**config.mk**
```make
export PLATFORM = sky130hd
export DESIGN_NAME = rename_core
export DESIGN_NICKNAME = d
export VERILOG_FILES = /design/src/rtl/rename_pkg.sv /design/src/rtl/rename_if.sv /design/src/rtl/map_table.sv /design/src/rtl/reorder_buffer.sv /design/src/rtl/arch_reg_file.sv /design/src/rtl/rename_core.sv
export VERILOG_INCLUDE_DIRS = /design/src /design/src/rtl
export SDC_FILE = /design/constraint.sdc
export NUM_CORES = 2
export LEC_CHECK = 0
export ABC_CLOCK_PERIOD_IN_PS = 12300
export BUFFER_PORTS_ARGS = -buffer_cell sky130_fd_sc_hd__buf_2
export CORE_UTILIZATION = 50
export DETAILED_ROUTE_END_ITERATION = 10
export HOLD_SLACK_MARGIN = 0.06
export PLACE_DENSITY = 0.73
export SLEW_MARGIN = 20
export SYNTH_ARGS = -nofsm -noshare
export SYNTH_HDL_FRONTEND = slang
export SYNTH_SLANG_ARGS = --single-unit
```
**constraint.sdc**
```tcl
create_clock -name clock -period 12.3 [get_ports clock]
set_input_delay 2.46 -clock clock [delete_from_list [all_inputs] [get_ports clock]]
set_output_delay 2.46 -clock clock [all_outputs]
set_load 0.1 [all_outputs]
```
**src/rtl/rename_defines.svh**
```systemverilog
`ifndef RENAME_DEFINES_SVH
`define RENAME_DEFINES_SVH

// Architectural register file size
`define NUM_REGS    32
`define REG_ADDR_W  5

// Tag zero means the register is not renamed
`define TAG_W       6

`define DATA_W      32

// Must stay below 2**TAG_W so every slot has a nonzero tag
`define ROB_DEPTH   16

// Hardwired zero register
`define ZERO_REG    0

`endif

```
**src/rtl/rename_pkg.sv**
```systemverilog
`default_nettype none

`include "rename_defines.svh"

package rename_pkg;

    // Architectural register number
    typedef logic [`REG_ADDR_W-1:0] reg_addr_t;

    // Reorder-buffer tag, slot index plus one
    typedef logic [`TAG_W-1:0] tag_t;

    // Register value
    typedef logic [`DATA_W-1:0] data_t;

    // Life cycle of a reorder-buffer slot
    typedef enum logic [1:0] {
        ROB_FREE   = 2'd0, // Slot unused
        ROB_ISSUED = 2'd1, // Allocated, waiting for result
        ROB_DONE   = 2'd2  // Result written, waiting to retire
    } rob_state_e;

endpackage

`default_nettype wire

```
**src/rtl/rename_if.sv**
```systemverilog
`timescale 1ns/1ps
`default_nettype none

`include "rename_defines.svh"

// Result broadcast from the execution side
interface cdb_if;
    import rename_pkg::*;

    logic  valid;
    tag_t  tag;   // Tag of the completing instruction
    data_t value; // Its result

    modport listener (
        input valid,
        input tag,
        input value
    );
endinterface

// In-order commit of the oldest reorder-buffer entry
interface retire_if;
    import rename_pkg::*;

    logic      valid;
    reg_addr_t dest;  // Architectural destination
    tag_t      tag;   // Tag being released
    data_t     value; // Committed value

    modport source (
        output valid,
        output dest,
        output tag,
        output value
    );

    modport sink (
        input valid,
        input dest,
        input tag,
        input value
    );
endinterface

`default_nettype wire

```
**src/rtl/map_table.sv**
```systemverilog
`timescale 1ns/1ps
`default_nettype none

`include "rename_defines.svh"

module map_table (
    input  logic                clock,
    input  logic                reset,
    input  rename_pkg::reg_addr_t rs1_addr,
    input  rename_pkg::reg_addr_t rs2_addr,
    input  rename_pkg::reg_addr_t dest_addr,
    input  rename_pkg::tag_t    alloc_tag,   // Tag granted by the ROB
    input  logic                load_entry,  // High only when a slot is allocated
    output rename_pkg::tag_t    rs1_tag,
    output rename_pkg::tag_t    rs2_tag,
    output logic                rs1_ready,
    output logic                rs2_ready,
    cdb_if.listener             cdb,
    retire_if.sink              retire
);
    import rename_pkg::*;

    tag_t tags  [`NUM_REGS]; // Zero when the register file holds the value
    logic ready [`NUM_REGS]; // Result sits in the ROB

    logic retire_match;

    // Lookup sees state from before this cycle's edge
    always_comb begin
        rs1_tag   = tags[rs1_addr];
        rs1_ready = ready[rs1_addr];
        rs2_tag   = tags[rs2_addr];
        rs2_ready = ready[rs2_addr];
    end

    // Only clear when the mapping still names the retiring instruction
    assign retire_match = retire.valid && (tags[retire.dest] == retire.tag);

    // Later assignments win: retire clear, then CDB set, then dispatch load
    always_ff @(posedge clock) begin
        if (reset) begin
            for (int i = 0; i < `NUM_REGS; i++) begin
                tags[i]  <= '0;
                ready[i] <= 1'b0;
            end
        end else begin
            if (retire_match) begin
                tags[retire.dest]  <= '0;
                ready[retire.dest] <= 1'b0;
            end

            if (cdb.valid) begin
                // Associative compare against every entry
                for (int i = 0; i < `NUM_REGS; i++) begin
                    if ((tags[i] != '0) && (tags[i] == cdb.tag)) begin
                        ready[i] <= 1'b1;
                    end
                end
            end

            if (load_entry && (dest_addr != reg_addr_t'(`ZERO_REG))) begin
                tags[dest_addr]  <= alloc_tag; // New producer
                ready[dest_addr] <= 1'b0;
            end
        end
    end

endmodule

`default_nettype wire

```
**src/rtl/reorder_buffer.sv**
```systemverilog
`timescale 1ns/1ps
`default_nettype none

`include "rename_defines.svh"

module reorder_buffer (
    input  logic                  clock,
    input  logic                  reset,
    input  logic                  dispatch_valid,
    input  rename_pkg::reg_addr_t dest_addr,
    output rename_pkg::tag_t      alloc_tag,
    output logic                  load_entry,
    output logic                  dispatch_stall,
    cdb_if.listener               cdb,
    retire_if.source              retire
);
    import rename_pkg::*;

    localparam int IDX_W = $clog2(`ROB_DEPTH);
    localparam int CNT_W = IDX_W + 1;

    rob_state_e state [`ROB_DEPTH];
    reg_addr_t  dest  [`ROB_DEPTH]; // Payload, no reset
    data_t      value [`ROB_DEPTH];

    logic [IDX_W-1:0] head; // Oldest entry
    logic [IDX_W-1:0] tail; // Next slot to allocate
    logic [CNT_W-1:0] count;

    logic             head_done;
    tag_t             cdb_tag_minus_one;
    logic [IDX_W-1:0] cdb_slot;

    // Circular increment, safe for any depth
    function automatic logic [IDX_W-1:0] next_idx(input logic [IDX_W-1:0] idx);
        logic [IDX_W-1:0] result;
        if (idx == IDX_W'(`ROB_DEPTH - 1)) begin
            result = '0;
        end else begin
            result = idx + 1'b1;
        end
        return result;
    endfunction

    assign dispatch_stall = (count == CNT_W'(`ROB_DEPTH));
    assign load_entry     = dispatch_valid && !dispatch_stall;
    assign alloc_tag      = `TAG_W'(tail) + `TAG_W'(1); // Tag zero is reserved

    // Tag n lives in slot n-1
    assign cdb_tag_minus_one = cdb.tag - `TAG_W'(1);
    assign cdb_slot          = cdb_tag_minus_one[IDX_W-1:0];

    // Head retires as soon as its result is in
    assign head_done    = (state[head] == ROB_DONE);
    assign retire.valid = head_done;
    assign retire.dest  = dest[head];
    assign retire.tag   = `TAG_W'(head) + `TAG_W'(1);
    assign retire.value = value[head];

    // Slot states and pointers
    always_ff @(posedge clock) begin
        if (reset) begin
            head  <= '0;
            tail  <= '0;
            count <= '0;
            for (int i = 0; i < `ROB_DEPTH; i++) begin
                state[i] <= ROB_FREE;
            end
        end else begin
            if (load_entry) begin
                state[tail] <= ROB_ISSUED;
                tail        <= next_idx(tail);
            end

            if (cdb.valid) begin
                state[cdb_slot] <= ROB_DONE; // Bus only names issued slots
            end

            if (head_done) begin
                state[head] <= ROB_FREE;
                head        <= next_idx(head);
            end

            // Allocation and release may happen together
            case ({load_entry, head_done})
                2'b10:   count <= count + 1'b1;
                2'b01:   count <= count - 1'b1;
                default: count <= count;
            endcase
        end
    end

    // Destination and result storage
    always_ff @(posedge clock) begin
        if (load_entry) begin
            dest[tail] <= dest_addr;
        end
        if (cdb.valid) begin
            value[cdb_slot] <= cdb.value;
        end
    end

endmodule

`default_nettype wire

```
**src/rtl/arch_reg_file.sv**
```systemverilog
`timescale 1ns/1ps
`default_nettype none

`include "rename_defines.svh"

module arch_reg_file (
    input  logic                  clock,
    input  logic                  reset,
    input  rename_pkg::reg_addr_t rs1_addr,
    input  rename_pkg::reg_addr_t rs2_addr,
    output rename_pkg::data_t     rs1_value,
    output rename_pkg::data_t     rs2_value,
    retire_if.sink                retire
);
    import rename_pkg::*;

    data_t regs [`NUM_REGS]; // Committed state

    logic write_en;

    // Writes to register zero are dropped
    assign write_en = retire.valid && (retire.dest != reg_addr_t'(`ZERO_REG));

    always_ff @(posedge clock) begin
        if (reset) begin
            for (int i = 0; i < `NUM_REGS; i++) begin
                regs[i] <= '0;
            end
        end else if (write_en) begin
            regs[retire.dest] <= retire.value;
        end
    end

    // No bypass, a same-cycle retire shows up next cycle
    always_comb begin
        if (rs1_addr == reg_addr_t'(`ZERO_REG)) begin
            rs1_value = '0;
        end else begin
            rs1_value = regs[rs1_addr];
        end

        if (rs2_addr == reg_addr_t'(`ZERO_REG)) begin
            rs2_value = '0;
        end else begin
            rs2_value = regs[rs2_addr];
        end
    end

endmodule

`default_nettype wire

```
**src/rtl/rename_core.sv**
```systemverilog
`timescale 1ns/1ps
`default_nettype none

`include "rename_defines.svh"

module rename_core (
    input  logic                  clock,
    input  logic                  reset,
    input  logic                  dispatch_valid,
    input  rename_pkg::reg_addr_t rs1_addr,
    input  rename_pkg::reg_addr_t rs2_addr,
    input  rename_pkg::reg_addr_t dest_addr,
    input  logic                  cdb_valid,
    input  rename_pkg::tag_t      cdb_tag,
    input  rename_pkg::data_t     cdb_value,
    output logic                  dispatch_stall,
    output rename_pkg::tag_t      dest_tag,
    output rename_pkg::tag_t      rs1_tag,
    output rename_pkg::tag_t      rs2_tag,
    output logic                  rs1_ready,
    output logic                  rs2_ready,
    output rename_pkg::data_t     rs1_value,
    output rename_pkg::data_t     rs2_value,
    output logic                  retire_valid,
    output rename_pkg::reg_addr_t retire_dest,
    output rename_pkg::data_t     retire_value
);
    import rename_pkg::*;

    tag_t alloc_tag;  // Tag for the dispatching destination
    logic load_entry; // Slot actually allocated this cycle

    cdb_if    cdb_bus ();
    retire_if retire_bus ();

    // Result bus from the plain inputs
    assign cdb_bus.valid = cdb_valid;
    assign cdb_bus.tag   = cdb_tag;
    assign cdb_bus.value = cdb_value;

    assign dest_tag     = alloc_tag;
    assign retire_valid = retire_bus.valid;
    assign retire_dest  = retire_bus.dest;
    assign retire_value = retire_bus.value;

    map_table u_map_table (
        .clock      (clock),
        .reset      (reset),
        .rs1_addr   (rs1_addr),
        .rs2_addr   (rs2_addr),
        .dest_addr  (dest_addr),
        .alloc_tag  (alloc_tag),
        .load_entry (load_entry),
        .rs1_tag    (rs1_tag),
        .rs2_tag    (rs2_tag),
        .rs1_ready  (rs1_ready),
        .rs2_ready  (rs2_ready),
        .cdb        (cdb_bus.listener),
        .retire     (retire_bus.sink)
    );

    reorder_buffer u_reorder_buffer (
        .clock          (clock),
        .reset          (reset),
        .dispatch_valid (dispatch_valid),
        .dest_addr      (dest_addr),
        .alloc_tag      (alloc_tag),
        .load_entry     (load_entry),
        .dispatch_stall (dispatch_stall),
        .cdb            (cdb_bus.listener),
        .retire         (retire_bus.source)
    );

    arch_reg_file u_arch_reg_file (
        .clock     (clock),
        .reset     (reset),
        .rs1_addr  (rs1_addr),
        .rs2_addr  (rs2_addr),
        .rs1_value (rs1_value),
        .rs2_value (rs2_value),
        .retire    (retire_bus.sink)
    );

endmodule

`default_nettype wire

```
==> summary.txt <==
Timing
  • Worst-margin pin slew: 1.16 ns
  • Final slew viol count: 0
  • Setup violators final: 0
  • Ratio of final minimum period to clock period: 68.5%
  • Clk_skew: 0.0683 ns
  • Sum Neg Setup Slack: 0 ns
  • Unrepaired setup endpoints after global routing: no
  • Final min period: approximately 8.4 ns
  • Hold Violations, Final: 0
  • Maximum achievable frequency: 0.119 GHz
  • Slew margin rel.: between 20 and 25%

Flow run
  • MaxCap Viol Count: 0

Floorplanning
  • Core area: 0.181 mm²
  • # rows: 156
  • Starting density of the core: between 50% and 60%
  • Die width: between 400 and 500 µm
  • Die Ht: 430 µm
  • Die ar.: 0.185 mm²
  • I/O pin count: 180

Clocking
  • CTS Hold Buffers Added: 0
  • Setup repair bufs after CTS: 0
  • Post-cts resize count: 0
  • H-tree depth: 4
  • Inserted Clock Buffers: 184
  • Worst skew pair latency: 0.88 ns
  • CTS tree: done
  • Root buf cell: clkbuf_16
  • Clock Tree Buf Depth: 3
  • Clk slew on worst S/H paths: 0.06 ns
  • CTS sink count: roughly 1900

Pwr
  • LEAKAGE: 35.1 nW
  • Peak VDD IR: 134 µV
  • Power Density: 145 mW/mm²

Critical path
  • Worst Setup End Kind: primary output
  • CP required: 9.84 ns
  • Critical path class: in -> out
  • CP max FO: 63
  • Worst EP arrival: 5.97 ns
  • Startpoint types: input port

Logic synthesis
  • Post-synth cell types: 76
  • Syn Inst Count: 6042
  • YS warnings: 0
  • Main flop type after synthesis: edfxtp_1
  • Sequential fraction of the synthesis area: 60.1%
  • EDFF count, synth: 1776
  • Syn_area_per_cell: 15.1 µm²
  • Async SR Flop Fraction: 0%
  • Yosys reg bits: between 1500 and 2000
  • Mapped cell area: 0.0915 mm²

Finish
  • Layout Cells excl Fill: 8568
  • Layout cells sized above 1: 26.7%
  • Layout area overhead: 10.6%
  • Layout Nets: 6106

Detailed routing
  • Final WL: between 200000 and 300000 µm
  • Starting DRT DRC Count: 10005
  • Vias per std cell: ~7.0
  • Post-DRT Antenna Nets: 0
  • Via count: 60234
  • Drt first pass iters: 9
  • Wirelength per Cell: 34.8 µm
  • DRC: 0

Worst hold path
  • Hold/Removal Path Class: reg -> reg

Place
  • Inst Count DP: 8218
  • RD Place Congestion: 0.937
  • Port bufs: 176
  • Post-detail-place hpwl: 161000 µm

GRT
  • GRT overflow: 0
  • First-pass GRT wire length: 422000 µm
  • Largest net degree at the start of global routing: 143
  • Initial antenna violation count: 23
  • Vias in the first global route: 59756
  • GRT Util Overall: 32.1%

Run status
  • Outcome: finished, final reports clean
## synth_stat cells (all sizes together), types with 12 or more instances
| cell | n | area share, % |
|---|---|---|
| edfxtp | 1776 | 58 |
| nor2 | 1300 | 5.3 |
| mux4 | 905 | 22 |
| clkbuf | 409 | 1.7 |
| nand2 | 356 | 1.5 |
| mux2i | 163 | 1.8 |
| buf | 153 | 0.82 |
| xnor2 | 104 | 1.0 |
| inv | 85 | 0.36 |
| dfxtp | 81 | 1.8 |
| nand3 | 80 | 0.44 |
| a21oi | 77 | 0.43 |
| nor3 | 73 | 0.40 |
| o21ai | 61 | 0.33 |
| nor4 | 60 | 0.41 |
| xor2 | 39 | 0.37 |
| a41oi | 35 | 0.33 |
| mux2 | 22 | 0.27 |
| nand4 | 21 | 0.14 |
| nor3b | 18 | 0.15 |
| o31ai | 18 | 0.15 |
| a21o | 16 | 0.13 |
| o22ai | 16 | 0.12 |
| ha | 12 | 0.16 |
| nand2b | 12 | 0.082 |
| o311ai | 12 | 0.11 |
## kinds of logic after synthesis
| group | synth area share (%) |
|---|---|
| other | 0.00410 |
| DFF | 60.1 |
| adders and majority gates | 0.186 |
| xor gates and xnor gates | 1.37 |
| buffers and inverters | 2.86 |
| and+or+nand+nor | 8.90 |
| AOI/OAI and AO/OA | 2.31 |
| muxes | 24.3 |
## metrics by stage
stage	total power, mW	instance area [µm²]	hold slack [ns]	util (%)	setup WS [ns]
2_1_floorplan	8.49	91700	0.437	-	4.33
3_3_place_gp	9.01	95100	0.450	52.5	3.87
3_5_place_dp	9.04	95100	0.462	52.5	3.90
4_1_cts	14.6	101000	0.471	55.8	3.91
5_1_grt	14.9	101000	0.505	55.8	3.77
6_report	14.7	101000	0.480	55.8	3.87
## final timing paths
path / to / depth (start not counted) / slack, ns / from
worst max-delay path: rs1_value[27] / 7 / 3.87 / rs1_addr[0]
worst min-delay path: u_reorder_buffer.state[11][0] / 2 / 0.48 / u_reorder_buffer.state[11][0]
worst max register to register: u_map_table.tags[10][1] / 12 / 5.22 / flip-flop
worst min register to register: u_reorder_buffer.state[11][0] / 2 / 0.48 / u_reorder_buffer.state[11][0]
## cell type report
type	count	area, µm²
Antenna cell	7	17.5
Clock buffer	231	4810
Clock inverter	110	1260
Fill cell	13657	80100
Inverter	87	335
Multi-Input combinational cell	3575	34600
Sequential cell	1857	55000
Tap cell	2370	2970
Timing Repair Buffer	331	2250
## sequential cells by signal (all words and copies together) (netlist names), named ones only
| name | count |
|---|---|
| u_reorder_buffer.head | 4 |
| u_map_table.ready | 32 |
| u_reorder_buffer.dest | 80 |
| u_map_table.tags | 160 |
| u_reorder_buffer.value | 512 |
| u_reorder_buffer.state | 32 |
| u_reorder_buffer.tail | 4 |
| u_reorder_buffer.count | 5 |
| u_arch_reg_file.regs | 1024 |
## placed cells by master, fill, tap and decap left out, drive strengths merged, types with 21 or more instances in the layout
cell / synthesis / layout
mux2i: 163 / 163
a41oi: 35 / 35
nand3: 80 / 80
nor3: 73 / 73
nor2: 1300 / 1300
mux2: 22 / 22
o21ai: 61 / 61
dfxtp: 81 / 81
inv: 85 / 88
a21oi: 77 / 77
edfxtp: 1776 / 1776
clkinv: 2 / 86
conb: 1 / 40
nand4: 21 / 21
xor2: 39 / 39
nand2: 356 / 356
nor4: 60 / 60
xnor2: 104 / 104
mux4: 905 / 905
clkbuf: 409 / 231
buf: 153 / 331
## worst max-delay path: stages
cell and delay (ns):
buf_8 0.56, buf_4 0.65, mux4_2 0.35, mux4_2 0.27, mux2i_1 0.12, nor2_1 0.79, buf_2 0.58
## power breakdown
part,internal (mW),switching [mW],total [mW]
registers,7.11,0.116,7.22
logic,0.550,1.19,1.74
clock network,3.18,2.53,5.71
total,10.8,3.84,14.7
## per-layer routing
| layer | GRT usage, % | part of all wire [%] | up-vias |
|---|---|---|---|
| li1 | - | - | 23355 |
| met1 | 39.0 | 32 | 30321 |
| met2 | 49.5 | 46 | 5219 |
| met3 | 9.71 | 14 | 1307 |
| met4 | 21.8 | 7.9 | 32 |
| met5 | 0 | 0.14 | - |
Note: power is estimated with default switching activity, not from simulation.
